===== config.mk =====
export PLATFORM = sky130hd
export DESIGN_NAME = data_memory
export DESIGN_NICKNAME = d
export VERILOG_FILES = /design/src/lsu_pkg.sv /design/src/data_memory.sv
export VERILOG_INCLUDE_DIRS = /design/src
export SDC_FILE = /design/constraint.sdc
export NUM_CORES = 1
export LEC_CHECK = 0
export BUFFER_PORTS_ARGS = -buffer_cell sky130_fd_sc_hd__clkbuf_2
export CORE_UTILIZATION = 30
export DETAILED_ROUTE_END_ITERATION = 6
export PLACE_DENSITY = 0.59
export SETUP_SLACK_MARGIN = 0.1
export SYNTH_ARGS = -nofsm -noshare
export SYNTH_HDL_FRONTEND = slang
export SYNTH_SLANG_ARGS = --single-unit
export TNS_END_PERCENT = 100

===== constraint.sdc =====
create_clock -name clk -period 3.9 [get_ports clk]
set_input_delay 0.195 -clock clk [delete_from_list [all_inputs] [get_ports clk]]
set_output_delay 0.195 -clock clk [all_outputs]
set_load 0.01 [all_outputs]

===== src/lsu_macros.svh =====
// widths, RAM depth, hit latencies and response bound for the load/store path
`ifndef LSU_MACROS_SVH
`define LSU_MACROS_SVH

// data and address width
`define LSU_XLEN 32

// RAM depth in words, upper address bits are ignored
`define LSU_RAM_WORDS 256

// hit delay in cycles, chosen by word index bit 2
`define LSU_HIT_FAST 1
`define LSU_HIT_SLOW 3

// worst case cycles from request to response
`define LSU_RSP_TIMEOUT 12

`endif


===== src/lsu_pkg.sv =====
// lsu_pkg: operation, width and state enums plus the stage-to-stage structs
`include "lsu_macros.svh"

package lsu_pkg;

    typedef enum logic [1:0] {OP_NONE, OP_LOAD, OP_STORE} mem_op_e;

    typedef enum logic [1:0] {BYTE, HALFWORD, WORD} data_width_e;

    typedef enum logic [1:0] {IDLE, READ, WRITE} mem_state_e;

    // decode to execute
    typedef struct packed {
        logic                 valid;
        mem_op_e              op;
        data_width_e          width;
        logic                 unsigned_load;
        logic [`LSU_XLEN-1:0] base;
        logic [`LSU_XLEN-1:0] offset;
        logic [`LSU_XLEN-1:0] store_data;
    } dec_op_t;

    // execute to memory, data already placed in byte lanes
    typedef struct packed {
        logic                 valid;
        mem_op_e              op;
        data_width_e          width;
        logic                 unsigned_load;
        logic                 misaligned;
        logic [`LSU_XLEN-1:0] addr;
        logic [`LSU_XLEN-1:0] data;
        logic [3:0]           be;
    } mem_req_t;

    // memory to result
    typedef struct packed {
        logic                 valid;
        mem_op_e              op;
        data_width_e          width;
        logic                 unsigned_load;
        logic                 misaligned;
        logic [1:0]           addr_lo;
        logic [`LSU_XLEN-1:0] raw;
    } mem_rsp_t;

    typedef struct packed {
        logic                 valid;
        logic                 is_load;
        logic                 misaligned;
        logic [`LSU_XLEN-1:0] result;
    } lsu_rsp_t;

endpackage


===== src/data_memory.sv =====
// data_memory: request FSM driving the data RAM and building mem_rsp_t
`timescale 1ns/1ps
`include "lsu_macros.svh"

module data_memory
    import lsu_pkg::*;
(
    input  logic                 clk,
    input  logic                 nRST,
    input  mem_req_t             req,
    input  logic [`LSU_XLEN-1:0] rdata,
    input  logic                 dhit,
    output logic                 data_read,
    output logic                 data_write,
    output logic [`LSU_XLEN-1:0] ram_addr,
    output logic [`LSU_XLEN-1:0] ram_wdata,
    output logic [3:0]           ram_be,
    output mem_rsp_t             rsp
);
    mem_state_e state;
    mem_state_e next_state;
    mem_req_t   held;
    logic       take;
    logic       bypass;

    function automatic mem_rsp_t make_rsp(input mem_req_t r, input logic [`LSU_XLEN-1:0] raw);
        mem_rsp_t m;
        m.valid         = 1'b1;
        m.op            = r.op;
        m.width         = r.width;
        m.unsigned_load = r.unsigned_load;
        m.misaligned    = r.misaligned;
        m.addr_lo       = r.addr[1:0];
        m.raw           = raw;
        return m;
    endfunction

    // only one request in flight, so a new one is taken from IDLE
    assign take   = (state == IDLE) && req.valid;
    assign bypass = req.misaligned || (req.op == OP_NONE);

    always_comb begin
        next_state = state;
        case (state)
            IDLE: begin
                if (take && !bypass) begin
                    next_state = (req.op == OP_LOAD) ? READ : WRITE;
                end
            end
            READ, WRITE: begin
                if (dhit) begin
                    next_state = IDLE;
                end
            end
            default: next_state = IDLE;
        endcase
    end

    always_ff @(posedge clk, negedge nRST) begin
        if (!nRST) begin
            state <= IDLE;
            rsp   <= '0;
        end else begin
            state     <= next_state;
            rsp.valid <= 1'b0;
            if (take && bypass) begin
                // answered without touching the RAM
                rsp <= make_rsp(req, '0);
            end else if (state == READ && dhit) begin
                rsp <= make_rsp(held, rdata);
            end else if (state == WRITE && dhit) begin
                rsp <= make_rsp(held, '0);
            end
        end
    end

    // request kept for the whole access
    always_ff @(posedge clk) begin
        if (take) begin
            held <= req;
        end
    end

    // strobes come straight from the state, so they stay up until dhit
    assign data_read  = (state == READ);
    assign data_write = (state == WRITE);
    assign ram_addr   = held.addr;
    assign ram_wdata  = held.data;
    assign ram_be     = held.be;

endmodule


* Word-level counts from Yosys, hierarchy flattened
Index checks and enable logic that the tools add are counted.
** Word-level totals
- Register bits after elaboration :: 117
- Input bits :: 110
- Output and inout port bits :: 111
- Logic and storage cells :: 39
** Operators by class
- Eq/ne operators :: 5
- Muxes and demuxes :: 7
- Reduce and logical (&&, ||, !) cells :: 12
** Operator list (number)
- two-way mux 41 bit :: 3
- two-way mux 2 bit :: 3
- logical AND 1 bit :: 5
- equality test 2 x 1 -> 1 bit, second input constant :: 2
- logical NOT 2 bit :: 2
- case mux 2 bit (2 select lines) :: 1
- nonzero test 3 bit :: 1
- equality test 2 bit, second input constant :: 1
- inequality test 2 x 1 -> 1 bit, second input constant :: 1
- inequality test 2 bit, second input constant :: 1
- AND reduction 2 bit :: 1
- OR reduction 2 bit :: 1
- logical NOT 1 bit :: 1
- logical OR 1 bit :: 1

* Depth between registers and ports, before layout
- Depth after elaboration :: 6
- Mapped depth :: 7
- Depth with buffers taken out :: 6

* Worst setup path after synthesis
Ideal clock, no wire load.
- Path kind :: reg2reg
- Start :: register state[0]
- End :: register rsp[38] (netlist name)
- Library setup time :: 0.087 ns
- Arrival :: 2.680 ns
- Data required time :: 3.813 ns
- Slack :: 1.133 ns
- Cell stages (with the launch flop) :: 7
- Buffers on the path :: 0
- Period minus slack after synthesis :: 2.767 ns
- Path through :: dfrtp_1 -> inv_1 -> ha_1 -> nand2_1 -> inv_1 -> nand2_1 -> o22ai_1
** On the way
- Longest elaborated chain between the ends :: 4
- Elaborated cells between the ends (all ways) :: 10
- Classes of those cells :: 2 x eq/ne; 2 x mux; 6 x reduce/logical
** RTL lines
- start, declared :: RTL line data_memory.sv:20 : mem_state_e state;
- start signal, assigned :: RTL line data_memory.sv:64 : state <= next_state;
- logical NOT 2 bit (*) :: RTL line data_memory.sv:39 : assign take = (state == IDLE) && req.valid;
- logical AND 1 bit (*) :: RTL line data_memory.sv:39
- via take :: RTL line data_memory.sv:23 : logic take;
- logical AND 1 bit (*) :: RTL line data_memory.sv:66 : if (take && bypass) begin
- nonzero test 3 bit (no source line) or two-way mux 41 bit (tied branches)
- end signal, assigned :: RTL line data_memory.sv:68 : rsp <= make_rsp(req, '0);
- end signal, assigned :: RTL line data_memory.sv:70 : rsp <= make_rsp(held, rdata);
- end signal, assigned :: RTL line data_memory.sv:72 : rsp <= make_rsp(held, '0);
- end, declared :: RTL line data_memory.sv:18 : output mem_rsp_t rsp
The timed path passes the listed nets; every way through them passes the cells marked *.
A chain may end at the register's enable or synchronous reset.

* Worst setup path after layout
- Start :: register state[0]
- End :: register held, in the netlist ram_wdata[0], enable pin
** On the way
- Longest elaborated chain between the ends :: 2
** RTL lines
- logical NOT 2 bit :: RTL line data_memory.sv:39
- logical AND 1 bit :: RTL line data_memory.sv:39
- via take :: RTL line data_memory.sv:23
- end signal, assigned :: RTL line data_memory.sv:80 : held <= req;
- end, declared :: RTL line data_memory.sv:22 : mem_req_t held;
The timed path passes the listed nets, and every way through them passes these cells.

==> flow_summary.json <==
{
  "track_usage": 0.145,
  "drtIter0Drc": 168,
  "cts_setup_buffers": 0,
  "ys_seq_elements": 117,
  "wl_per_cell_um": 14.5,
  "synth_cells": 305,
  "antenna_found_initial": 0,
  "pin_count": 221,
  "pre_cts_ws_ps": 1550,
  "setup_viol": 0,
  "hpwl_mm": 6.69,
  "violations": "DRC, hold timing",
  "setup_ws_ps": 1610,
  "dieWidth_um": 125,
  "n_antenna_cell": 0,
  "clockRootBuffer": "clkbuf_16",
  "tns_ps": 0,
  "met1_usage": 0.165,
  "cap_viol_max_count": 0,
  "min_period_ps": 2290,
  "path_clk_slew_ps": 60,
  "hp-class": "input port to async pin",
  "r2r_slack_ps": 1610,
  "p_total_mw": 4.29,
  "final_common_cell": "clkbuf_2",
  "avgSynthCellArea_um2": 14.9,
  "cts_made_buffers": 17,
  "via_per_inst": 4.32,
  "row_count": 44,
  "grt_use_met2": 0.235,
  "layout_common_cells": "clkbuf_2 (220), edfxtp_1 (74), dlygate4sd3_1 (72), dfrtp_1 (43)",
  "fin_nets": 651,
  "die-area_mm2": 0.0157,
  "final_layout_size_suffix_gt1_frac": 0.466,
  "rsz0062_at_grt": "false",
  "cp_data_required_time_ps": 3960,
  "cp_max_fo": 35,
  "htree_levels": 4,
  "yosysSeqAreaShare": 0.725,
  "critPathSlowestCell": "inv_2",
  "syn_nets": 418,
  "synth_cell_types": 24,
  "outcome": "complete, but fails checks",
  "fillers": 1315,
  "p_leak_nw": 3.11,
  "met3_usage": 0.0650,
  "cts_buffer_depth": 2,
  "r2r-end": "ram_wdata[0]$_DFFE_PP_",
  "grt_overflow_total": 0,
  "critPathKind": "flip-flop to flip-flop",
  "cts_sinks": 117,
  "critPathMaxStageDelay_ps": 590,
  "wirelength_mm": 10.7,
  "post-route-period-util": 0.588,
  "cp_data_arrival_time_ps": 2350,
  "r2r_cells": 5,
  "ant_nets": 0,
  "clk_latency_ps": 410,
  "grt_pass1_wl_mm": 17.2,
  "hold_violations": 5,
  "relSlewSlack": 0.208,
  "first_global_vias": 3379,
  "grt_max_degree": 45,
  "place.gp.congestion": 0.728,
  "num_vias": 3173,
  "busiest_layer": "met2",
  "start_util": 0.311,
  "start_kind": "flip-flop",
  "dr.pass1.iters": 6,
  "whs_ps": -6.79,
  "vdd_drop_max_mv": 0.255,
  "timing.fmax_mhz": 436,
  "slew_viol_final": 0,
  "ys.warnings.count": 0,
  "syn_area_mm2": 0.00455,
  "tightestPinTransition_ps": 1180,
  "die_y_um": 125,
  "crit_chain": "inv_1, ha_1, nand2_1, inv_2, buf_4",
  "portBuffers": 220,
  "synthToLayoutAreaGrowth_pct": 46.5,
  "crit_path_end_kind": "flip-flop",
  "fin_skew_ps": 6.83,
  "drc": 46,
  "cts_tree": "done",
  "r2r-start": "state[0]$_DFFE_PN0P_",
  "core_area_mm2": 0.0146,
  "p_per_area_mw_per_mm2": 644
}
-- flip-flops by register name (all words and copies together), names as in the netlist --
name and count:
held 6, ram_addr 32, ram_be 4, ram_wdata 32
rsp 41, state 2
-- power breakdown --
part	leakage (nW)	total (mW)	internal (mW)	switching, mW
logic	1.54	0.894	0.370	0.524
registers	1.29	1.76	1.65	0.114
clock network	0.289	1.64	1.07	0.569
-- worst max-delay path by stage --
stage | slack (ps) | start | depth (start not counted) | endpoint
2_1_floorplan | 1130 | state[0]$_DFFE_PN0P_ | 6 | rsp[38]$_DFFE_PN0P_
3_3_place_gp | 1660 | state[0]$_DFFE_PN0P_ | 5 | ram_addr[19]$_DFFE_PP_
3_5_place_dp | 1550 | state[0]$_DFFE_PN0P_ | 5 | ram_wdata[0]$_DFFE_PP_
4_1_cts | 1580 | state[0]$_DFFE_PN0P_ | 5 | ram_addr[5]$_DFFE_PP_
5_1_grt | 1370 | state[1]$_DFFE_PN0P_ | 5 | ram_wdata[20]$_DFFE_PP_
6_report | 1610 | state[0]$_DFFE_PN0P_ | 5 | ram_wdata[0]$_DFFE_PP_
-- critical path: cells and delay by family, from the launching register on --
family / cells / cell delay (ps)
simple gates: 1 / 150
buf+inv: 3 / 1200
fa+ha+maj: 1 / 190
flops: 1 / 400
-- what timing repair did --
action | 4_1_cts | 5_1_grt
hold buffers | 72 | 0
hold endpoints to repair | 74 | 0
gates resized for setup | 0 | 0
-- stage by stage --
step / std cells / hold WS [ps] / cell area, um2 / util
finish: 735 / -6.79 / 6670 / 0.455
global route: 735 / 4.12 / 6670 / 0.455
CTS: 735 / 5.90 / 6670 / 0.455
detailed placement: 631 / 374 / 5320 / 0.363
global placement: 631 / 374 / 5320 / 0.363
floorplan: 305 / -101 / 4550 / -
-- cell families (layout without fill, tap and decap cells) --
logic type,Yosys count,in the layout,synth area share
DFF,117,117,0.725
buffers and inverters,85,331,0.133
AOI/OAI and AO/OA,48,48,0.0778
and+or+nand+nor,45,45,0.0404
muxes,7,7,0.0154
adders and majority gates,3,3,0.00825
-- routing by layer --
metal  share of wire  vias up
met5               0        -
met1            0.41     1498
met3            0.11       12
li1                -     1482
met4           0.017        0
met2            0.47      181
-- Yosys cell counts, drive strengths merged --
cell type | count | area (um2)
nand2 | 9 | 33.8
ha | 3 | 37.5
buf | 80 | 588
nand4 | 1 | 6.26
dfrtp | 43 | 1080
o22ai | 3 | 18.8
o2bb2ai | 1 | 8.76
a22oi | 32 | 240
o21ba | 1 | 16.3
and2 | 1 | 6.26
nand2b | 1 | 6.26
nor2 | 33 | 131
a21oi | 1 | 5.00
mux2i | 7 | 70.1
a21bo | 1 | 10.0
a21o | 1 | 7.51
inv | 5 | 18.8
o21ai | 7 | 38.8
edfxtp | 74 | 2220
a2bb2oi | 1 | 8.76
-- layout make-up --
type	instances	area [um2]	area share
well taps	184	230	0.0345
repair buffers	294	1840	0.275
flip-flops and latches	117	3300	0.495
clock buffers	17	425	0.0638
clock inverters	15	205	0.0308
multi-input cells	103	653	0.0980
inverters	5	18.8	0.00281
No activity file was read; power rests on OpenSTA's default activity.
