**src/lsu_macros.svh**
```systemverilog
// widths, RAM depth, hit latencies and response bound for the load/store path
`ifndef LSU_MACROS_SVH
`define LSU_MACROS_SVH

// data and address width
`define LSU_XLEN 32

// RAM depth in words, upper address bits are ignored
`define LSU_RAM_WORDS 256

// hit delay in cycles, chosen by word index bit 2
`define LSU_HIT_FAST 1
`define LSU_HIT_SLOW 3

// worst case cycles from request to response
`define LSU_RSP_TIMEOUT 12

`endif

```
**src/lsu_pkg.sv**
```systemverilog
// lsu_pkg: operation, width and state enums plus the stage-to-stage structs
`include "lsu_macros.svh"

package lsu_pkg;

    typedef enum logic [1:0] {OP_NONE, OP_LOAD, OP_STORE} mem_op_e;

    typedef enum logic [1:0] {BYTE, HALFWORD, WORD} data_width_e;

    typedef enum logic [1:0] {IDLE, READ, WRITE} mem_state_e;

    // decode to execute
    typedef struct packed {
        logic                 valid;
        mem_op_e              op;
        data_width_e          width;
        logic                 unsigned_load;
        logic [`LSU_XLEN-1:0] base;
        logic [`LSU_XLEN-1:0] offset;
        logic [`LSU_XLEN-1:0] store_data;
    } dec_op_t;

    // execute to memory, data already placed in byte lanes
    typedef struct packed {
        logic                 valid;
        mem_op_e              op;
        data_width_e          width;
        logic                 unsigned_load;
        logic                 misaligned;
        logic [`LSU_XLEN-1:0] addr;
        logic [`LSU_XLEN-1:0] data;
        logic [3:0]           be;
    } mem_req_t;

    // memory to result
    typedef struct packed {
        logic                 valid;
        mem_op_e              op;
        data_width_e          width;
        logic                 unsigned_load;
        logic                 misaligned;
        logic [1:0]           addr_lo;
        logic [`LSU_XLEN-1:0] raw;
    } mem_rsp_t;

    typedef struct packed {
        logic                 valid;
        logic                 is_load;
        logic                 misaligned;
        logic [`LSU_XLEN-1:0] result;
    } lsu_rsp_t;

endpackage

```
**src/load_format.sv**
```systemverilog
// load_format: lane extraction, sign or zero extension and the response strobe
`timescale 1ns/1ps
`include "lsu_macros.svh"

module load_format
    import lsu_pkg::*;
(
    input  logic     clk,
    input  logic     nRST,
    input  mem_rsp_t mrsp,
    output lsu_rsp_t rsp
);
    logic [7:0]           lane_byte;
    logic [15:0]          lane_half;
    logic                 good_load;
    logic [`LSU_XLEN-1:0] result;

    // pick the addressed lane out of the raw word
    assign lane_byte = mrsp.raw[8*mrsp.addr_lo +: 8];
    assign lane_half = mrsp.addr_lo[1] ? mrsp.raw[31:16] : mrsp.raw[15:0];
    assign good_load = (mrsp.op == OP_LOAD) && !mrsp.misaligned;

    always_comb begin
        result = '0;
        if (good_load) begin
            case (mrsp.width)
                BYTE: begin
                    result = mrsp.unsigned_load ? {24'b0, lane_byte}
                                                : {{24{lane_byte[7]}}, lane_byte};
                end
                HALFWORD: begin
                    result = mrsp.unsigned_load ? {16'b0, lane_half}
                                                : {{16{lane_half[15]}}, lane_half};
                end
                default: result = mrsp.raw;
            endcase
        end
    end

    always_ff @(posedge clk, negedge nRST) begin
        if (!nRST) begin
            rsp <= '0;
        end else begin
            rsp.valid      <= mrsp.valid;
            rsp.is_load    <= (mrsp.op == OP_LOAD);
            rsp.misaligned <= mrsp.misaligned;
            rsp.result     <= result;
        end
    end

endmodule

```
**config.mk**
```make
export PLATFORM = sky130hd
export DESIGN_NAME = load_format
export DESIGN_NICKNAME = d
export VERILOG_FILES = /design/src/lsu_pkg.sv /design/src/load_format.sv
export VERILOG_INCLUDE_DIRS = /design/src
export SDC_FILE = /design/constraint.sdc
export NUM_CORES = 1
export LEC_CHECK = 0
export BUFFER_PORTS_ARGS = -buffer_cell sky130_fd_sc_hd__buf_2
export CAP_MARGIN = 0
export CORE_MARGIN = 4
export CORE_UTILIZATION = 48
export CTS_CLUSTER_DIAMETER = 60
export DETAILED_ROUTE_END_ITERATION = 10
export PLACE_DENSITY = 0.9
export SYNTH_ARGS = -nofsm -noshare
export SYNTH_HDL_FRONTEND = slang
export SYNTH_SLANG_ARGS = --single-unit
```
**constraint.sdc**
```tcl
create_clock -name clk -period 0.8 [get_ports clk]
set_input_delay 0.2 -clock clk [delete_from_list [all_inputs] [get_ports clk]]
set_output_delay 0.2 -clock clk [all_outputs]
set_load 0.01 [all_outputs]
```
After elaboration in Yosys (flattened, before gate mapping):

Index checks and enable logic that the tools add are counted.

* register bits: 35
* bits of input ports: 43
* output and inout port bits: 35

* muxes and demuxes: 5
* eq/ne operators: 2
* shift operators: 1
* reduce and logical (&&, ||, !) cells: 3

Operator list (number)
* $mux 32: 3
* $pmux 32 s2: 1
* $shiftx 32x6->8: 1
* $mux 16: 1
* $eq 2x1->1 const B: 2
* $logic_not 2->1: 1
* $logic_and 1x1->1: 1
* $logic_not 1->1: 1

Longest topological paths before layout:

Gate-level depths: netlist (run 1).

* depth in word-level cells: 4
* depth in mapped cells: 6

Least setup slack after synthesis (run 1):

No wires, ideal clock.

* kind: input -> register
* start point: in mrsp[33] (netlist bit)
* end point: reg rsp[20] (netlist bit)
* data required time: 0.682 ns
* arrival time: 1.332 ns
* path slack: -0.649 ns
* setup time: 0.118 ns
* cell stages on the path: 6
* cell sequence: buf_6 > mux2_2 > a22o_1 > o211ai_4 > buf_6 > nand2_1

* word-level cells in the longest chain between the ends: 4
* elaborated cells between the ends (all ways): 6
* those cells by class: shift (1); mux (5)

Ends and longest elaborated chain
* from (decl): line load_format.sv:10 `input mem_rsp_t mrsp,`
* $shiftx 32x6->8 or $mux 16 (tied branches): line load_format.sv:19, load_format.sv:20
* $mux 32, on equally long branches: line load_format.sv:28, load_format.sv:32
* $pmux 32 s2 (*): line load_format.sv:26 `case (mrsp.width)`
* $mux 32 (*): line load_format.sv:25 `if (good_load) begin`
* via result[20]: line load_format.sv:16 `` logic [`LSU_XLEN-1:0] result; ``
* to (decl): line load_format.sv:11 `output lsu_rsp_t rsp`

The timed path passes the listed nets; every way through them passes the cells marked *.

Worst setup path in the final report (run 1):

* start point: in mrsp[33] (netlist bit)
* end point: reg rsp[1] (netlist bit)

The elaborated chain is that of the path after synthesis.

==> results of run 1 <==
[cells by family (layout without fill, tap and decap cells)]
family          Yosys count  after routing  synth area share [%]
simple gates             64             64                  17.0
mux                       9              9                  6.44
flops                    35             35                  55.6
compound gates           28             28                  14.6
buf+inv                  22            137                  6.28
[area by class of cell]
| cell class | instances | area share, % |
|---|---|---|
| inverter | 12 | 1.71 |
| tap | 44 | 2.09 |
| clock buffer | 8 | 2.61 |
| sequential | 35 | 33.3 |
| timing repair buffer | 117 | 32.3 |
| multi-input combinational | 101 | 28.1 |
[repair_timing]
action,4_1_cts,5_1_grt
hold buffers,2,0
cloned,2,0
hold endpoints to repair,36,0
pin swaps,13,12
endpoints found under the setup margin,67,67
setup buffers,0,5
gates resized for setup,38,18
[critical path, cell delays in order]
cell      delay [ns]
buf_12          0.11
buf_8           0.12
buf_12          0.13
mux2_4          0.30
a222oi_1        0.37
nor2_1          0.14
[power by group]
| group | internal (mW) | total, mW | leakage, nW | switching, mW |
|---|---|---|---|---|
| logic | 0.430 | 0.856 | 0.988 | 0.426 |
| registers | 1.82 | 1.83 | 0.477 | 0.0175 |
| clock network | 0.517 | 1.14 | 0.0386 | 0.624 |
| total | 2.76 | 3.83 | 1.50 | 1.07 |
[path summary, 6_finish.rpt]
path | from | to
min | mrsp[17] | rsp[17]
max | mrsp[33] | rsp[1]
max in group asynchronous | nRST | rsp[9]
min in group asynchronous | nRST | rsp[23]
[routing by layer]
metal / global-route usage (%) / vias up / part of all wire, %
met5: 0 / - / 0
met4: 16.8 / 0 / 5.6
met3: 8.03 / 35 / 9.9
met2: 47.7 / 138 / 50
met1: 32.4 / 831 / 35
li1: - / 765 / -
[synthesized netlist by cell type]
master / count / area [sq um]
nand2_1: 47 / 176
dfrtp_1: 35 / 876
inv_1: 12 / 45.0
mux2_2: 9 / 101
a221oi_1: 8 / 70.1
nor2_1: 8 / 30.0
o21ai_0: 8 / 40.0
a222oi_1: 7 / 70.1
clkbuf_1: 7 / 26.3
buf_6: 2 / 22.5
nor2b_1: 2 / 12.5
nor3_1: 2 / 10.0
a21oi_1: 1 / 5.00
a21oi_2: 1 / 8.76
a22o_1: 1 / 8.76
a31oi_1: 1 / 6.26
and2_1: 1 / 6.26
buf_2: 1 / 5.00
nand3_1: 1 / 5.00
nor2_2: 1 / 6.26
nor3b_2: 1 / 12.5
o211ai_4: 1 / 21.3
or3b_1: 1 / 8.76
[stage by stage]
stage	util, %	hold slack [ns]	setup slack, ns
CTS	81.5	0.0550	-0.285
global placement	72.4	0.167	-0.631
finish	84.9	0.0461	-0.340
detailed placement	72.4	0.172	-0.680
floorplan	-	-0.0956	-0.611
global route	84.9	0.0493	-0.356
==> reports/qor.yml, run 1 <==
status: "finished with violations"
violations: "negative setup slack"
die_h_um: 65.3
netlist_instances: 158
layout_common_cells: "69 x buf_2, 44 x nand2_1, 35 x dfrtp_1, 26 x buf_4, 13 x buf_6"
first_pass_iters: 6
multiInputGateArea_sq_um: 739
cts_sinks: 35
p_leak_nw: 1.50
synth_cell_types: 23
setup.worst_path.end_class: "flop"
numCtsBuffers: 5
crit_required_ns: 1.03
die_w_um: 65.3
drc: 0
area_growth_pct: 67.3
fin_area_sq_um: 2630
powerDensity_nw_per_um2: 1450
worst_pin_slew_ns: 0.419
largest_reg_flops: 35
place_area_sq_um: 2250
timing.fmax_ghz: 0.878
avgSynthCellArea_sq_um: 9.96
synth-seq-area-share_pct: 55.6
cap_viol_max_count: 0
ir_drop_mv: 1.03
dr_total_vias: 1769
fin_ws_ns: -0.340
grt_pass1_vias: 1747
cts_buffer_depth: 2
finalCritPeriodShare_pct: 142
syn-cell-area_sq_um: 1570
grt_pass1_wl_mm: 8.82
place_congestion: 0.885
drt-wirelength-per-cell_um: 18.7
initial_core_util_pct: 50.7
finalHoldViolCount: 0
slew_viol_final: 0
nets: 315
power_mw: 3.83
boundaryPins: 78
fp.dieArea_sq_um: 4260
crit_path_start_kind: "input pin"
grt_max_degree: 36
insertedDiodeCount: 0
worst-endpoint-arrival_ns: 1.37
critPathMaxFanout: 6
num_rows: 20
stdcell_count: 317
dp.cells: 301
final.setup.tns_ns: -16.83
antenna_found_initial: 0
post-route-min-period_ns: 1.14
synth_nets: 201
cts_root_buffer: "clkbuf_4"
seq_area_sq_um: 876
worst-setup-path-type: "in2reg"
drtIter0Drc: 207
fill_cells: 169
io_buffers: 77
postRouteAntennaNets: 0
final_common_cell: "buf_2"
clkTransAtPathRegs_ns: 0.12
cts_tree: "done"
grt-ovfl-total: 0
yosys_warnings: 0
maxSlewHeadroom_pct: 72.1
setup_violations: 66
dp_hpwl_mm: 3.43
top_register: "rsp"
track_usage_pct: 28.6
routed_wl_mm: 5.94
core_sq_um: 3100
drive_above_1_share_pct: 56.4
holdPathStages: 3
h-tree-depth: 2
rsz0062_at_grt: "yes"
viasPerCell: 5.58
hold_class: "in2reg"
ys_seq_elements: 35
top_regs: "rsp (35)"
Note: power is estimated with default switching activity, not from simulation.
==> inputs of run 2 (changes only) <==
--- a/config.mk
+++ b/config.mk
@@ -8,6 +8,7 @@
 export LEC_CHECK = 0
 export BUFFER_PORTS_ARGS = -buffer_cell sky130_fd_sc_hd__buf_2
 export CAP_MARGIN = 0
+export CORE_ASPECT_RATIO = 0.8
 export CORE_MARGIN = 4
 export CORE_UTILIZATION = 48
 export CTS_CLUSTER_DIAMETER = 60
==> reports/qor.yml, run 2 (same netlist as run 1, synthesis figures left out) <==
whs_ns: 0.0121  # -0.0340 ns
largest_reg_flops: 35  # unchanged
cp_num_buf_inv: 2  # -1
cts_root_buffer: "clkbuf_8"
drive_above_1_share_pct: 53.0  # -3.4 points
grt_max_degree: 36  # unchanged
path_delay_family: "compound AO/OA/AOI/OAI gates"
layout_common_cells: "72 x buf_2, 47 x nand2_1, 35 x dfrtp_1, 29 x buf_4, 10 x inv_1"
ir_drop_mv: 1.16  # +13%
drc: 0  # unchanged
boundaryPins: 78  # unchanged
p_leak_nw: 1.47  # -2.6%
post-route-min-period_ns: 1.11  # -0.0261 ns
cts_sinks: 35  # unchanged
stdcell_count: 308  # -2.8%
dp_hpwl_mm: 3.64  # +6.1%
cap_viol_max_count: 0  # unchanged
finalHoldViolCount: 0  # unchanged
violations: "negative setup slack"
timing.fmax_ghz: 0.898  # +2.3%
postRouteAntennaNets: 0  # unchanged
fin_ws_ns: -0.313  # +0.0261 ns
die_h_um: 59.2  # -9.3%
cpPeakStageDelay_ns: 0.30  # -0.07 ns
place_area_sq_um: 2200  # -1.9%
hold_class: "in2reg"
die_w_um: 72.0  # +10%
worst_pin_slew_ns: 0.403  # -0.0156 ns
viasPerCell: 5.80  # +4.0%
fill_cells: 151  # -11%
io_buffers: 77  # unchanged
nets: 310  # -1.6%
track_usage_pct: 28.0  # -0.58 points
critPathMaxFanout: 16  # +10
insertedDiodeCount: 0  # unchanged
top_regs: "rsp (35)"
fp.dieArea_sq_um: 4270  # +0.14%
clkTransAtPathRegs_ns: 0.07  # -0.05 ns
routed_wl_mm: 5.96  # +0.34%
slew_viol_final: 0  # unchanged
grt-ovfl-total: 0  # unchanged
slowest_stage: "mux2_4"
status: "finished with violations"
final_common_cell: "buf_2"
numCtsBuffers: 5  # unchanged
grt_pass1_vias: 1754  # +0.40%
cts_buffer_depth: 2  # unchanged
dr_total_vias: 1787  # +1.0%
drtIter0Drc: 206  # -0.48%
maxSlewHeadroom_pct: 73.1  # +1.0 points
crit_required_ns: 0.98  # -0.05 ns
place_congestion: 0.883  # -0.23%
dp.cells: 292  # -3.0%
finalCritPeriodShare_pct: 139  # -3.3 points
area_growth_pct: 60.7
drt-wirelength-per-cell_um: 19.4  # +3.3%
worst-endpoint-arrival_ns: 1.30  # -0.07 ns
initial_core_util_pct: 50.6  # -0.082 points
powerDensity_nw_per_um2: 1790  # +23%
fin_area_sq_um: 2530  # -4.0%
crit_chain: "buf_8 -> mux2_4 -> a22o_4 -> o211ai_4 -> buf_12 -> nand2_1"
setup.worst_path.end_class: "flop"
h-tree-depth: 2  # unchanged
worst-setup-path-type: "in2reg"
cts_tree: "done"
crit_path_start_kind: "input pin"
grt_pass1_wl_mm: 8.74  # -0.94%
setup_violations: 67  # +1.5%
num_rows: 18  # -10%
rsz0062_at_grt: "yes"
antenna_found_initial: 0  # unchanged
first_pass_iters: 6  # unchanged
core_sq_um: 3110  # +0.16%
final.setup.tns_ns: -15.41  # +1.43 ns
top_register: "rsp"
fin_util_pct: 81.4  # -3.5 points
==> run 2: cell count changes in the layout (fill, tap and decap cells not counted), sizes merged <==
cell	delta
clkbuf	-2
bufinv	+2
dlygate4sd3	-1
buf	-4
==> run 2: layer usage <==
metal	part of all wire [%]	routed length (um)	track usage (%)
met1	36	2150	33.7
met3	10	615	9.32
met5	0	0	0
met4	6.6	393	14.5
met2	47	2800	45.2
==> run 2: cell type report <==
cell class | count | area (sq um) | area share [%]
clock buffer | 6 | 72.6 | 2.87
clock inverter | 2 | 60.1 | 2.38
inverter | 12 | 45.0 | 1.78
multi-input combinational | 101 | 691 | 27.3
sequential | 35 | 876 | 34.6
tap | 40 | 50.0 | 1.98
timing repair buffer | 112 | 734 | 29.0
==> run 2: per-stage QoR <==
| step | power, mW | setup slack, ns |
|---|---|---|
| finish | 4.53 | -0.313 |
| global route | 4.67 | -0.346 |
| CTS | 4.47 | -0.299 |
| detailed placement | 2.50 | -0.676 |
| global placement | 2.47 | -0.622 |
| floorplan | 2.15 | -0.611 |
==> run 2: power by group <==
| group | internal [mW] | switching, mW | total (mW) |
|---|---|---|---|
| sequential | 1.82 | 0.0150 | 1.83 |
| clock | 1.25 | 0.669 | 1.91 |
| combinational | 0.374 | 0.413 | 0.787 |
==> run 2: worst paths after layout <==
check	start	endpoint	slack, ns	depth (start not counted)
worst max-delay path	mrsp[33]	rsp[20]	-0.31	6
max in group asynchronous	nRST	rsp[33]	0.23	3
min in group asynchronous	nRST	rsp[9]	0.39	3
worst min-delay path	mrsp[40]	rsp[34]	0.01	1
==> run 2: repair_timing <==
action,CTS,global route
cloned,0,0
endpoints found under the setup margin,67,67
pin swaps,6,6
hold endpoints to repair,35,0
setup buffers,8,1
hold buffers,1,0
resized for setup,24,9
