File: config.mk
export PLATFORM = sky130hd
export DESIGN_NAME = lsu_decode
export DESIGN_NICKNAME = d
export VERILOG_FILES = /design/src/lsu_pkg.sv /design/src/lsu_decode.sv
export VERILOG_INCLUDE_DIRS = /design/src
export SDC_FILE = /design/constraint.sdc
export NUM_CORES = 1
export LEC_CHECK = 0
export BUFFER_PORTS_ARGS = -buffer_cell sky130_fd_sc_hd__buf_2
export CORE_AREA = 4 4 81 83
export CTS_BUF_LIST = sky130_fd_sc_hd__clkbuf_8
export DETAILED_ROUTE_END_ITERATION = 12
export DIE_AREA = 0 0 85 87
export GPL_ROUTABILITY_DRIVEN = 1
export PLACE_DENSITY = 0.85
export SKIP_LAST_GASP = 1
export SYNTH_ARGS = -nofsm -noshare
export SYNTH_HDL_FRONTEND = slang
export SYNTH_SLANG_ARGS = --single-unit
File: constraint.sdc
create_clock -name clk -period 1.5 [get_ports clk]
set_input_delay 0.075 -clock clk [delete_from_list [all_inputs] [get_ports clk]]
set_output_delay 0.075 -clock clk [all_outputs]
set_load 0.01 [all_outputs]
File: src/lsu_macros.svh
// widths, RAM depth, hit latencies and response bound for the load/store path
`ifndef LSU_MACROS_SVH
`define LSU_MACROS_SVH

// data and address width
`define LSU_XLEN 32

// RAM depth in words, upper address bits are ignored
`define LSU_RAM_WORDS 256

// hit delay in cycles, chosen by word index bit 2
`define LSU_HIT_FAST 1
`define LSU_HIT_SLOW 3

// worst case cycles from request to response
`define LSU_RSP_TIMEOUT 12

`endif

File: src/lsu_pkg.sv
// lsu_pkg: operation, width and state enums plus the stage-to-stage structs
`include "lsu_macros.svh"

package lsu_pkg;

    typedef enum logic [1:0] {OP_NONE, OP_LOAD, OP_STORE} mem_op_e;

    typedef enum logic [1:0] {BYTE, HALFWORD, WORD} data_width_e;

    typedef enum logic [1:0] {IDLE, READ, WRITE} mem_state_e;

    // decode to execute
    typedef struct packed {
        logic                 valid;
        mem_op_e              op;
        data_width_e          width;
        logic                 unsigned_load;
        logic [`LSU_XLEN-1:0] base;
        logic [`LSU_XLEN-1:0] offset;
        logic [`LSU_XLEN-1:0] store_data;
    } dec_op_t;

    // execute to memory, data already placed in byte lanes
    typedef struct packed {
        logic                 valid;
        mem_op_e              op;
        data_width_e          width;
        logic                 unsigned_load;
        logic                 misaligned;
        logic [`LSU_XLEN-1:0] addr;
        logic [`LSU_XLEN-1:0] data;
        logic [3:0]           be;
    } mem_req_t;

    // memory to result
    typedef struct packed {
        logic                 valid;
        mem_op_e              op;
        data_width_e          width;
        logic                 unsigned_load;
        logic                 misaligned;
        logic [1:0]           addr_lo;
        logic [`LSU_XLEN-1:0] raw;
    } mem_rsp_t;

    typedef struct packed {
        logic                 valid;
        logic                 is_load;
        logic                 misaligned;
        logic [`LSU_XLEN-1:0] result;
    } lsu_rsp_t;

endpackage

File: src/lsu_decode.sv
// lsu_decode: turns a memory instruction word into a registered dec_op_t
`timescale 1ns/1ps
`include "lsu_macros.svh"

module lsu_decode
    import lsu_pkg::*;
(
    input  logic                 clk,
    input  logic                 nRST,
    input  logic                 req_valid,
    input  logic [`LSU_XLEN-1:0] instr,
    input  logic [`LSU_XLEN-1:0] rs1,
    input  logic [`LSU_XLEN-1:0] rs2,
    output dec_op_t              dec
);
    localparam logic [6:0] OPC_LOAD  = 7'b0000011;
    localparam logic [6:0] OPC_STORE = 7'b0100011;

    logic [6:0]           opcode;
    logic [2:0]           funct3;
    logic [`LSU_XLEN-1:0] imm_i;
    logic [`LSU_XLEN-1:0] imm_s;
    dec_op_t              dec_next;

    assign opcode = instr[6:0];
    assign funct3 = instr[14:12];

    // both immediates sign extend from bit 31
    assign imm_i = {{(`LSU_XLEN-12){instr[31]}}, instr[31:20]};
    assign imm_s = {{(`LSU_XLEN-12){instr[31]}}, instr[31:25], instr[11:7]};

    always_comb begin
        dec_next            = '0;
        dec_next.valid      = req_valid;
        dec_next.base       = rs1;
        dec_next.store_data = rs2;

        // funct3 low bits give the size, bit 2 marks LBU/LHU
        case (funct3[1:0])
            2'b00:   dec_next.width = BYTE;
            2'b01:   dec_next.width = HALFWORD;
            default: dec_next.width = WORD;
        endcase
        dec_next.unsigned_load = funct3[2];

        if (opcode == OPC_LOAD) begin
            if (funct3 inside {3'b000, 3'b001, 3'b010, 3'b100, 3'b101}) begin
                dec_next.op     = OP_LOAD;
                dec_next.offset = imm_i;
            end
        end else if (opcode == OPC_STORE) begin
            if (funct3 inside {3'b000, 3'b001, 3'b010}) begin
                dec_next.op     = OP_STORE;
                dec_next.offset = imm_s;
            end
        end

        // anything else stays OP_NONE and is answered as a non-load
        if (dec_next.op != OP_LOAD) begin
            dec_next.unsigned_load = 1'b0;
        end
    end

    always_ff @(posedge clk, negedge nRST) begin
        if (!nRST) begin
            dec <= '0;
        end else begin
            dec <= dec_next;
        end
    end

endmodule

-- Word level (Yosys, flattened, before mapping)
Cells that the tools add are included.
- register bits: 102
- bits of input ports: 99
- output and inout port bits: 102
- logic and storage cells: 29
- equality and inequality tests: 8
- mux-type cells: 10
- reduce and logical (&&, ||, !) cells: 4
- operators by type and width (cell ; count):
    $mux 32 ; 4
    $eq 7x2->1 const B ; 1
    $eq 7x6->1 const B ; 1
    $eq 3x3->1 const B ; 2
    $mux 2 ; 3
    $reduce_bool 5->1 ; 1
    $pmux 2 s2 ; 1
    $eq 3x1->1 const B ; 1
    $eq 3x2->1 const B ; 1
    $logic_not 3->1 ; 1
    $reduce_bool 3->1 ; 1
    $eq 2x1->1 const B ; 1
    $logic_not 2->1 ; 1
    $mux 1 ; 2
    $ne 2x1->1 const B ; 1

-- Longest topological paths before layout
Gate-level depths: netlist of run 1.
- word-level depth: 7
- mapped depth: 4
- gate-level depth less buffers: 3

-- Worst setup path before layout of run 1
Ideal clock, no wire load.
- kind: register to output
- start point: register dec[62] (netlist name)
- end point: output dec[44] in the netlist's numbering
- arrival: 863 ps
- data required time: 1425 ps
- slack: 562 ps
- cell stages (with the launch flop): 2
- buffers on the path: 1
- cell sequence: dfrtp_1 -> buf_4
- RTL lines (element ; RTL line ; source):
    to (decl) ; lsu_decode.sv:14 ; output dec_op_t dec

==> insert_results.sql, run 1 <==
INSERT INTO impl_metrics (metric_group, metric, value, unit) VALUES
('cells_and_area', 'largest_register_ffs', '82', ''),
('logic_synthesis', 'post_synth_instance_area', '2390', 'µm²'),
('clock_network', 'tritoncts.num_buffers', '9', ''),
('cells_and_area', 'area_delta_synth_final', '82.1', '%'),
('floorplan', 'die_height', '87', 'µm'),
('clock_network', 'clk_path_buf_depth', '2', ''),
('timing', 'setup_total_negative_slack', '0', 'ps'),
('timing', 'timing_hold_violations_final', '0', ''),
('cells_and_area', 'layout.cells.non_filler', '480', ''),
('floorplan', 'placeableCoreArea', '5850', 'µm²'),
('logic_synthesis', 'post_synth_xor_area_fraction', '0', '%'),
('drt', 'routed_via_density', '4.27', ''),
('placement', 'routability_congestion', '0.690', ''),
('drt', 'num_vias', '2049', ''),
('timing', 'max-slew-margin-rel', '69.5', '%'),
('worst_setup_path', 'cp_max_stage_delay', '590', 'ps'),
('cells_and_area', 'register_ranked_first_by_flip_flop_count', 'dec', ''),
('clock_network', 'tritoncts', 'done', ''),
('worst_setup_path', 'worst_path_max_delay_cell', 'sky130_fd_sc_hd__dfrtp_1', ''),
('global_route', 'number_of_global_route_vias_before_repair', '2368', ''),
('timing', 'final.min_clock_period', '1220', 'ps'),
('floorplan', 'io_pins', '201', ''),
('global_route', 'overflow', '0', ''),
('logic_synthesis', 'synthesized_area_per_cell', '18.1', 'µm²'),
('global_route', 'met3_routing_resource_usage_after_global_routing', '6.43', '%'),
('job', 'max_cap_violations', '0', ''),
('pwr', 'p_total', '4.47', 'mW'),
('logic_synthesis', 'yosys.area_share.simple', '5.49', '%'),
('floorplan', 'chipWidth', '85', 'µm'),
('pwr', 'total_leakage_power', '2.37', 'nW'),
('pwr', 'pwr_density_cell', '1030', 'nW/µm²'),
('cells_and_area', 'diodes', '0', ''),
('clock_network', 'clock_sink_count', '82', ''),
('timing', 'timing.final.max_slew_violations', '0', ''),
('logic_synthesis', 'synth-warning-count', '0', ''),
('worst_setup_path', 'timing.setup.critical_path_class', 'reg2out', ''),
('worst_setup_path', 'path_cells', 'buf_2', ''),
('clock_network', 'htree_num_levels', '3', ''),
('worst_setup_path', 'crit_path_start_kind', 'register', ''),
('clock_network', 'cts_root_buffer', 'sky130_fd_sc_hd__clkbuf_8', ''),
('placement', 'total_of_buffers_placed_on_input_and_output_ports', '195', ''),
('floorplan', 'fp-row-count', '28', ''),
('logic_synthesis', 'ys_ff_latch', '82', ''),
('cells_and_area', 'layout.nets', '499', ''),
('floorplan', 'fp.dieArea', '7400', 'µm²'),
('worst_setup_path', 'crit_buf_inv', '1', ''),
('global_route', 'grt_busiest_layer', 'met2', ''),
('global_route', 'grtUsageMet2', '43.7', '%'),
('drt', 'routed_wl', '8200', 'µm'),
('worst_hold_path', 'hp-class', 'in2reg', ''),
('clock_network', 'clkTransAtPathRegs', '80', 'ps'),
('worst_setup_path', 'worst-path-max-fanout', '21', ''),
('placement', 'detailedPlacementHpwl', '5050', 'µm'),
('global_route', 'grt_first_pass_wirelength', '12500', 'µm'),
('drt', 'drcViolationCount', '0', ''),
('global_route', 'grtUsageTotal', '22.8', '%'),
('drt', 'drt.antenna.violating_nets', '0', ''),
('timing', 'setup_slack', '283', 'ps'),
('worst_hold_path', 'timing.hold.worst_endpoint', 'dec[35]', ''),
('worst_hold_path', 'min-delay-start', 'instr[10]', ''),
('worst_setup_path', 'cpLargestDelayFamily', 'flip-flops', ''),
('global_route', 'use_met1', '22.8', '%'),
('timing', 'setup_viol', '0', ''),
('cells_and_area', 'final_layout_size_suffix_gt1_share', '52.6', '%'),
('run_status', 'run_status', 'finished, final reports clean', ''),
('drt', 'first_pass_iters', '4', ''),
('logic_synthesis', 'seq_area_frac_synth', '85.8', '%'),
('drt', 'drt-initial-drc-count', '42', ''),
('cells_and_area', 'reg_top3', 'dec (82)', ''),
('logic_synthesis', 'synth_cells', '132', ''),
('worst_setup_path', 'timing.critical_path.required', '1420', 'ps');
per-layer routing:
| layer | wire [µm] | part of all wire, % |
|---|---|---|
| met1 | 2640 | 32 |
| met2 | 4680 | 57 |
| met3 | 661 | 8.1 |
| met4 | 217 | 2.6 |
| met5 | 0 | 0 |
report_power, final:
part | internal, mW | total (mW) | switching (mW)
Combinational | 0.305 | 0.533 | 0.227
Sequential | 2.30 | 2.33 | 0.0301
Clock | 0.821 | 1.60 | 0.781
synth_stat cells:
| master | count | area share (%) |
|---|---|---|
| sky130_fd_sc_hd__o21ai_0 | 1 | 0.21 |
| sky130_fd_sc_hd__nor4b_2 | 1 | 0.63 |
| sky130_fd_sc_hd__nand4b_1 | 1 | 0.37 |
| sky130_fd_sc_hd__clkbuf_1 | 1 | 0.16 |
| sky130_fd_sc_hd__a22oi_1 | 5 | 1.6 |
| sky130_fd_sc_hd__nor2_1 | 5 | 0.78 |
| sky130_fd_sc_hd__nand2_1 | 1 | 0.16 |
| sky130_fd_sc_hd__nor2b_1 | 2 | 0.52 |
| sky130_fd_sc_hd__buf_4 | 21 | 6.6 |
| sky130_fd_sc_hd__a21oi_1 | 1 | 0.21 |
| sky130_fd_sc_hd__and3_1 | 8 | 2.1 |
| sky130_fd_sc_hd__dfrtp_1 | 82 | 86 |
| sky130_fd_sc_hd__and2_1 | 2 | 0.52 |
| sky130_fd_sc_hd__and4b_1 | 1 | 0.42 |
cell families after synthesis:
kind of cell	Yosys count
compound gates	7
buf+inv	22
flops	82
simple gates	21
layout by cell type, fill, tap and decap left out:
cell and instances:
sky130_fd_sc_hd__a21oi_1 1, sky130_fd_sc_hd__a22oi_1 5, sky130_fd_sc_hd__and2_1 2, sky130_fd_sc_hd__and3_1 8, sky130_fd_sc_hd__and4b_1 1, sky130_fd_sc_hd__buf_12 1, sky130_fd_sc_hd__buf_2 194, sky130_fd_sc_hd__buf_4 2
sky130_fd_sc_hd__bufinv_16 1, sky130_fd_sc_hd__clkbuf_8 10, sky130_fd_sc_hd__clkinv_2 1, sky130_fd_sc_hd__clkinv_4 1, sky130_fd_sc_hd__clkinvlp_4 1, sky130_fd_sc_hd__dfrtp_1 82, sky130_fd_sc_hd__dlygate4sd3_1 82, sky130_fd_sc_hd__inv_1 1
sky130_fd_sc_hd__inv_8 1, sky130_fd_sc_hd__nand2_1 1, sky130_fd_sc_hd__nand4b_1 1, sky130_fd_sc_hd__nor2_1 5, sky130_fd_sc_hd__nor2b_1 2, sky130_fd_sc_hd__nor4b_2 1, sky130_fd_sc_hd__o21ai_0 1
worst max path at each step:
stage             start       to  slack (ps)  depth (start not counted)
3_5_place_dp   instr[3]  dec[38]         340                          4
3_3_place_gp   instr[3]  dec[38]         380                          4
6_report        dec[62]  dec[46]         280                          1
4_1_cts         dec[62]  dec[46]         240                          1
2_1_floorplan   dec[62]  dec[44]         560                          1
5_1_grt         dec[62]  dec[50]         120                          1
timing repair:
item	CTS	global route
hold buffers	82	0
resized for setup	0	0
setup buffers	0	0
endpoints found under the hold margin	106	0
through the flow:
step           utilization, %  cell area, µm²  hold slack [ps]
2_1_floorplan               -            2390             -221
3_3_place_gp             56.9            3330             11.5
3_5_place_dp             56.9            3330             13.8
4_1_cts                  74.4            4360          0.00708
5_1_grt                  74.4            4360             10.4
6_report                 74.4            4360             21.3
area by class of cell:
cell class | count | area [µm²]
clock inverters | 6 | 66.3
clock buffers | 10 | 138
fillers | 357 | 1500
well taps | 75 | 93.8
repair buffers | 279 | 1830
flip-flops and latches | 82 | 2050
multi-input cells | 28 | 179
Power figures use the tool's default switching activity.
==> run 2: changes to the inputs <==
--- a/config.mk
+++ b/config.mk
@@ -7,12 +7,12 @@
 export NUM_CORES = 1
 export LEC_CHECK = 0
 export BUFFER_PORTS_ARGS = -buffer_cell sky130_fd_sc_hd__buf_2
-export CORE_AREA = 4 4 81 83
+export CORE_AREA = 4 4 84 86
 export CTS_BUF_LIST = sky130_fd_sc_hd__clkbuf_8
 export DETAILED_ROUTE_END_ITERATION = 12
-export DIE_AREA = 0 0 85 87
+export DIE_AREA = 0 0 88 90
 export GPL_ROUTABILITY_DRIVEN = 1
-export PLACE_DENSITY = 0.85
+export PLACE_DENSITY = 0.79
 export SKIP_LAST_GASP = 1
 export SYNTH_ARGS = -nofsm -noshare
 export SYNTH_HDL_FRONTEND = slang
==> constraint.sdc (replaced) <==
create_clock -name clk -period 1.2 [get_ports clk]
set_input_delay 0.06 -clock clk [delete_from_list [all_inputs] [get_ports clk]]
set_output_delay 0.06 -clock clk [all_outputs]
set_load 0.01 [all_outputs]
==> insert_results.sql, run 2 (synthesis results as in run 1) <==
INSERT INTO impl_metrics (metric_group, metric, value, unit) VALUES
('timing', 'final.min_clock_period', '1120', 'ps'),
('pwr', 'total_leakage_power', '2.38', 'nW'),
('clock_network', 'postCtsSetupBuffers', '0', ''),
('timing', 'rsz0062_at_grt', 'true', ''),
('job', 'max_cap_violations', '0', ''),
('pwr', 'pwr_density_cell', '1270', 'nW/µm²'),
('clock_network', 'tritoncts.num_buffers', '9', ''),
('floorplan', 'io_pins', '201', ''),
('floorplan', 'fp.dieArea', '7920', 'µm²'),
('drt', 'post_drt_wl_per_cell', '16.9', 'µm'),
('floorplan', 'initial_utilization', '38.1', '%'),
('global_route', 'overflow', '0', ''),
('global_route', 'number_of_antenna_violations_at_the_first_check_in_global_routing', '1', ''),
('placement', 'routability_congestion', '0.751', ''),
('worst_hold_path', 'min_delay_path_depth', '3', ''),
('cells_and_area', 'largest_register_ffs', '82', ''),
('cells_and_area', 'layout.nets', '503', ''),
('worst_setup_path', 'timing.setup.critical_path_class', 'in2reg', ''),
('global_route', 'number_of_global_route_vias_before_repair', '2409', ''),
('worst_hold_path', 'min-delay-start', 'instr[5]', ''),
('clock_network', 'cts_root_buffer', 'sky130_fd_sc_hd__clkbuf_8', ''),
('drt', 'routed_wl', '8250', 'µm'),
('drt', 'first_pass_iters', '4', ''),
('timing', 'final.period_utilization', '93.5', '%'),
('floorplan', 'fp-row-count', '29', ''),
('worst_setup_path', 'crit_arrival', '1390', 'ps'),
('cells_and_area', 'design_area', '4410', 'µm²'),
('drt', 'drt.antenna.violating_nets', '0', ''),
('run_status', 'run_status', 'finished, final reports clean', ''),
('drt', 'drcViolationCount', '0', ''),
('drt', 'num_vias', '2122', ''),
('placement', 'detailedPlacementHpwl', '4830', 'µm'),
('worst_setup_path', 'nature_of_the_critical_path_endpoint', 'register', ''),
('cells_and_area', 'layout.cells.non_filler', '487', ''),
('timing', 'max-slew-margin-rel', '72.4', '%'),
('timing', 'tightest_slew', '413', 'ps'),
('drt', 'routed_via_density', '4.36', ''),
('worst_setup_path', 'timing.critical_path.required', '1470', 'ps'),
('clock_network', 'clk_path_buf_depth', '2', ''),
('cells_and_area', 'final_layout_size_suffix_gt1_share', '52.8', '%'),
('clock_network', 'clkTransAtPathRegs', '80', 'ps'),
('floorplan', 'die_height', '90', 'µm'),
('clock_network', 'tritoncts', 'done', ''),
('clock_network', 'clock_sink_count', '82', ''),
('timing', 'setup_viol', '0', ''),
('cells_and_area', 'register_ranked_first_by_flip_flop_count', 'dec', ''),
('drt', 'drt-initial-drc-count', '53', ''),
('floorplan', 'chipWidth', '88', 'µm'),
('timing', 'timing.final.max_slew_violations', '0', ''),
('worst_setup_path', 'crit_path_start_kind', 'primary input', ''),
('placement', 'detailed_place.area', '3330', 'µm²'),
('cells_and_area', 'reg_top3', 'dec (82)', ''),
('placement', 'dpl.cell_count', '384', ''),
('pwr', 'peak_supply_drop', '0.000832', 'V'),
('floorplan', 'placeableCoreArea', '6280', 'µm²'),
('global_route', 'grt_start_max_net_pins', '83', ''),
('placement', 'total_of_buffers_placed_on_input_and_output_ports', '195', ''),
('cells_and_area', 'mostFrequentLayoutCells', '194 x sky130_fd_sc_hd__buf_2, 86 x sky130_fd_sc_hd__dlygate4sd3_1, 81 x sky130_fd_sc_hd__dfrtp_1', ''),
('timing', 'fmax', '0.891', 'GHz'),
('timing', 'timing_hold_violations_final', '0', ''),
('worst_hold_path', 'hp-class', 'in2reg', ''),
('worst_hold_path', 'timing.hold.worst_endpoint', 'dec[99]', ''),
('global_route', 'grt_first_pass_wirelength', '12600', 'µm'),
('global_route', 'grtUsageTotal', '21.0', '%'),
('clock_network', 'htree_num_levels', '3', ''),
('cells_and_area', 'area_delta_synth_final', '84.3', '%'),
('cells_and_area', 'mostFrequentLayoutCell', 'sky130_fd_sc_hd__buf_2', ''),
('worst_setup_path', 'worst-path-max-fanout', '10', '');
==> run 2: cell types whose count changed in the layout (fill, tap and decap cells not counted), sizes merged <==
cell / delta
clkbuf: -1
dlygate4sd3: +4
clkinvlp: +1
inv: +1
diode: +1
clkinv: -1
==> run 2: how the worst max path moves through the flow <==
stage	start	end	slack, ps	cells past startpoint
after detailed placement	instr[3]	dec[37]	70	4
after global routing	dec[62]	dec[55]	-4	1
after CTS	instr[14]	dec[35]	90	5
final	instr[13]	dec[62]	80	5
after global placement	instr[3]	dec[39]	120	4
after floorplan	dec[62]	dec[44]	280	1
==> run 2: worst max-delay path: stages <==
cell and delay, ps:
sky130_fd_sc_hd__dlygate4sd3_1 530, sky130_fd_sc_hd__buf_2 150, sky130_fd_sc_hd__nand2_1 70, sky130_fd_sc_hd__and4b_1 360, sky130_fd_sc_hd__and3_1 210
==> run 2: cell type report <==
class | instances | area [µm²]
diodes | 1 | 2.50
repair buffers | 283 | 1870
clock inverters | 7 | 82.6
clock buffers | 9 | 124
multi-input cells | 28 | 183
well taps | 77 | 96.3
fillers | 416 | 1870
flip-flops and latches | 82 | 2050
==> run 2: timing repair <==
action / in CTS / in global routing
endpoints found under the hold margin: 162 / 0
setup endpoints to repair: 21 / 7
gates resized for setup: 1 / 1
hold buffers: 86 / 0
==> run 2: metrics by stage <==
step           setup TNS, ps  power [mW]  util [%]  hold WS [ps]  setup slack [ps]
2_1_floorplan              0        3.06         -          -236               277
3_3_place_gp               0        3.38      53.1           112               123
3_5_place_dp               0        3.40      53.1           123              66.9
4_1_cts                    0        5.65      70.1          82.5              89.4
5_1_grt                -10.5        5.88      70.2          74.7             -4.40
6_report                   0        5.62      70.2          76.7              77.5
==> run 2: routing by layer <==
metal | part of all wire [%] | global-route usage (%) | vias up
li1 | - | - | 951
met1 | 32 | 20.9 | 1035
met2 | 57 | 39.2 | 120
met3 | 9.6 | 6.95 | 16
met4 | 2.1 | 7.80 | 0
met5 | 0 | 0 | -
==> run 2: power breakdown <==
part | internal, mW | switching, mW
Clock | 0.994 | 1.04
Combinational | 0.391 | 0.285
Sequential | 2.88 | 0.0367
Total | 4.26 | 1.36
==> run 3: changes to the inputs <==
--- a/config.mk
+++ b/config.mk
@@ -7,12 +7,12 @@
 export NUM_CORES = 1
 export LEC_CHECK = 0
 export BUFFER_PORTS_ARGS = -buffer_cell sky130_fd_sc_hd__buf_2
-export CORE_AREA = 4 4 84 86
+export CORE_AREA = 4 4 81 83
 export CTS_BUF_LIST = sky130_fd_sc_hd__clkbuf_8
 export DETAILED_ROUTE_END_ITERATION = 12
-export DIE_AREA = 0 0 88 90
+export DIE_AREA = 0 0 85 87
 export GPL_ROUTABILITY_DRIVEN = 1
-export PLACE_DENSITY = 0.79
+export PLACE_DENSITY = 0.85
 export SKIP_LAST_GASP = 1
 export SYNTH_ARGS = -nofsm -noshare
 export SYNTH_HDL_FRONTEND = slang
==> constraint.sdc (replaced) <==
create_clock -name clk -period 1.3 [get_ports clk]
set_input_delay 0.065 -clock clk [delete_from_list [all_inputs] [get_ports clk]]
set_output_delay 0.065 -clock clk [all_outputs]
set_load 0.01 [all_outputs]
==> insert_results.sql, run 3 (synthesis results as in run 1) <==
INSERT INTO impl_metrics (metric_group, metric, value, unit) VALUES
('run_status', 'run_status', 'finished, final reports clean', ''),
('clock_network', 'clk_path_buf_depth', '2', ''),
('cells_and_area', 'reg_top3', 'dec (82)', ''),
('global_route', 'grt_start_max_net_pins', '39', ''),
('drt', 'first_pass_iters', '4', ''),
('worst_setup_path', 'timing.setup.critical_path_class', 'in2reg', ''),
('drt', 'post_drt_wl_per_cell', '17.5', 'µm'),
('worst_setup_path', 'crit_path_start_kind', 'primary input', ''),
('worst_setup_path', 'crit_arrival', '1420', 'ps'),
('floorplan', 'placeableCoreArea', '5850', 'µm²'),
('cells_and_area', 'mostFrequentLayoutCell', 'sky130_fd_sc_hd__buf_2', ''),
('worst_setup_path', 'timing.critical_path.required', '1590', 'ps'),
('floorplan', 'fp.dieArea', '7400', 'µm²'),
('timing', 'max-slew-margin-rel', '69.0', '%'),
('drt', 'drt-initial-drc-count', '50', ''),
('cells_and_area', 'design_area', '4430', 'µm²'),
('worst_setup_path', 'nature_of_the_critical_path_endpoint', 'register', ''),
('global_route', 'grtUsageTotal', '23.0', '%'),
('floorplan', 'chipWidth', '85', 'µm'),
('cells_and_area', 'mostFrequentLayoutCells', '194 x sky130_fd_sc_hd__buf_2, 86 x sky130_fd_sc_hd__dlygate4sd3_1, 81 x sky130_fd_sc_hd__dfrtp_1', ''),
('pwr', 'total_leakage_power', '2.40', 'nW'),
('global_route', 'overflow', '0', ''),
('clock_network', 'clkTransAtPathRegs', '80', 'ps'),
('placement', 'detailedPlacementHpwl', '5130', 'µm'),
('timing', 'final.min_clock_period', '1140', 'ps'),
('placement', 'total_of_buffers_placed_on_input_and_output_ports', '195', ''),
('placement', 'detailed_place.area', '3340', 'µm²'),
('drt', 'drcViolationCount', '0', ''),
('worst_hold_path', 'timing.hold.worst_endpoint', 'dec[35]', ''),
('clock_network', 'tritoncts', 'done', ''),
('drt', 'routed_wl', '8500', 'µm'),
('worst_hold_path', 'hp-class', 'in2reg', ''),
('cells_and_area', 'final_layout_size_suffix_gt1_share', '52.7', '%'),
('global_route', 'grt_first_pass_wirelength', '12600', 'µm'),
('clock_network', 'tritoncts.num_buffers', '9', ''),
('drt', 'drt.antenna.violating_nets', '0', ''),
('timing', 'rsz0062_at_grt', 'false', ''),
('cells_and_area', 'diodes', '0', ''),
('timing', 'final.period_utilization', '87.3', '%'),
('timing', 'tightest_slew', '465', 'ps'),
('cells_and_area', 'area_delta_synth_final', '85.4', '%'),
('cells_and_area', 'finalCoreUtilization', '75.8', '%'),
('cells_and_area', 'register_ranked_first_by_flip_flop_count', 'dec', ''),
('placement', 'pre_cts_ws', '157', 'ps'),
('clock_network', 'clock_sink_count', '82', ''),
('timing', 'setup_viol', '0', ''),
('timing', 'timing_hold_violations_final', '0', ''),
('pwr', 'pwr_density_cell', '1230', 'nW/µm²'),
('floorplan', 'fp-row-count', '28', ''),
('placement', 'routability_congestion', '0.688', ''),
('timing', 'setup_slack', '165', 'ps'),
('worst_setup_path', 'worst-path-max-fanout', '10', ''),
('clock_network', 'cts_root_buffer', 'sky130_fd_sc_hd__clkbuf_8', ''),
('drt', 'routed_via_density', '4.30', ''),
('worst_hold_path', 'min-delay-start', 'instr[6]', ''),
('clock_network', 'htree_num_levels', '3', ''),
('cells_and_area', 'layout.nets', '504', ''),
('cells_and_area', 'layout.cells.non_filler', '485', ''),
('job', 'max_cap_violations', '0', ''),
('timing', 'timing.final.max_slew_violations', '0', ''),
('cells_and_area', 'largest_register_ffs', '82', ''),
('global_route', 'number_of_antenna_violations_at_the_first_check_in_global_routing', '0', ''),
('worst_hold_path', 'min_delay_path_depth', '3', ''),
('floorplan', 'die_height', '87', 'µm'),
('timing', 'setup_total_negative_slack', '0', 'ps'),
('floorplan', 'io_pins', '201', ''),
('floorplan', 'initial_utilization', '40.9', '%'),
('drt', 'num_vias', '2085', ''),
('timing', 'fmax', '0.881', 'GHz'),
('placement', 'dpl.cell_count', '383', ''),
('global_route', 'number_of_global_route_vias_before_repair', '2330', ''),
('pwr', 'peak_supply_drop', '0.000692', 'V');
## run 3: critical path: stages
cell,delay (ps)
sky130_fd_sc_hd__dlygate4sd3_1,530
sky130_fd_sc_hd__buf_2,150
sky130_fd_sc_hd__nand2_1,80
sky130_fd_sc_hd__and4b_1,380
sky130_fd_sc_hd__and3_1,210
## run 3: worst max-delay path by stage
| stage | end | from | slack (ps) |
|---|---|---|---|
| 6_report | dec[41] | instr[13] | 160 |
| 5_1_grt | dec[63] | dec[62] | 90 |
| 4_1_cts | dec[45] | dec[62] | 20 |
| 3_5_place_dp | dec[96] | instr[3] | 160 |
| 3_3_place_gp | dec[38] | instr[3] | 200 |
| 2_1_floorplan | dec[44] | dec[62] | 370 |
## run 3: repair_timing
| item | CTS | global route |
|---|---|---|
| setup buffers | 0 | 0 |
| endpoints found under the hold margin | 109 | 0 |
| resized for setup | 0 | 1 |
| setup endpoints to repair | 0 | 21 |
| hold buffers | 86 | 0 |
## run 3: area by class of cell
cell class	instances	area, µm²
multi-input cells	28	179
clock inverters	6	96.3
fillers	355	1420
clock buffers	10	138
repair buffers	284	1870
flip-flops and latches	82	2050
well taps	75	93.8
## run 3: per-layer routing
| metal | global-route usage (%) | vias up | part of all wire [%] |
|---|---|---|---|
| met3 | 5.77 | 18 | 7.8 |
| li1 | - | 950 | - |
| met4 | 10.1 | 0 | 2.2 |
| met1 | 24.1 | 990 | 33 |
| met5 | 0 | - | 0 |
| met2 | 43.4 | 127 | 57 |
## run 3: stage by stage
step	power (mW)	hold WS, ps
2_1_floorplan	2.82	-231
3_3_place_gp	3.12	15.1
3_5_place_dp	3.15	25.2
4_1_cts	5.43	65.7
5_1_grt	5.67	89.3
6_report	5.44	80.0
## run 3: power breakdown
group	switching, mW	total (mW)	internal (mW)
combinational	0.266	0.628	0.362
sequential	0.0355	2.69	2.65
clock	0.968	2.13	1.16
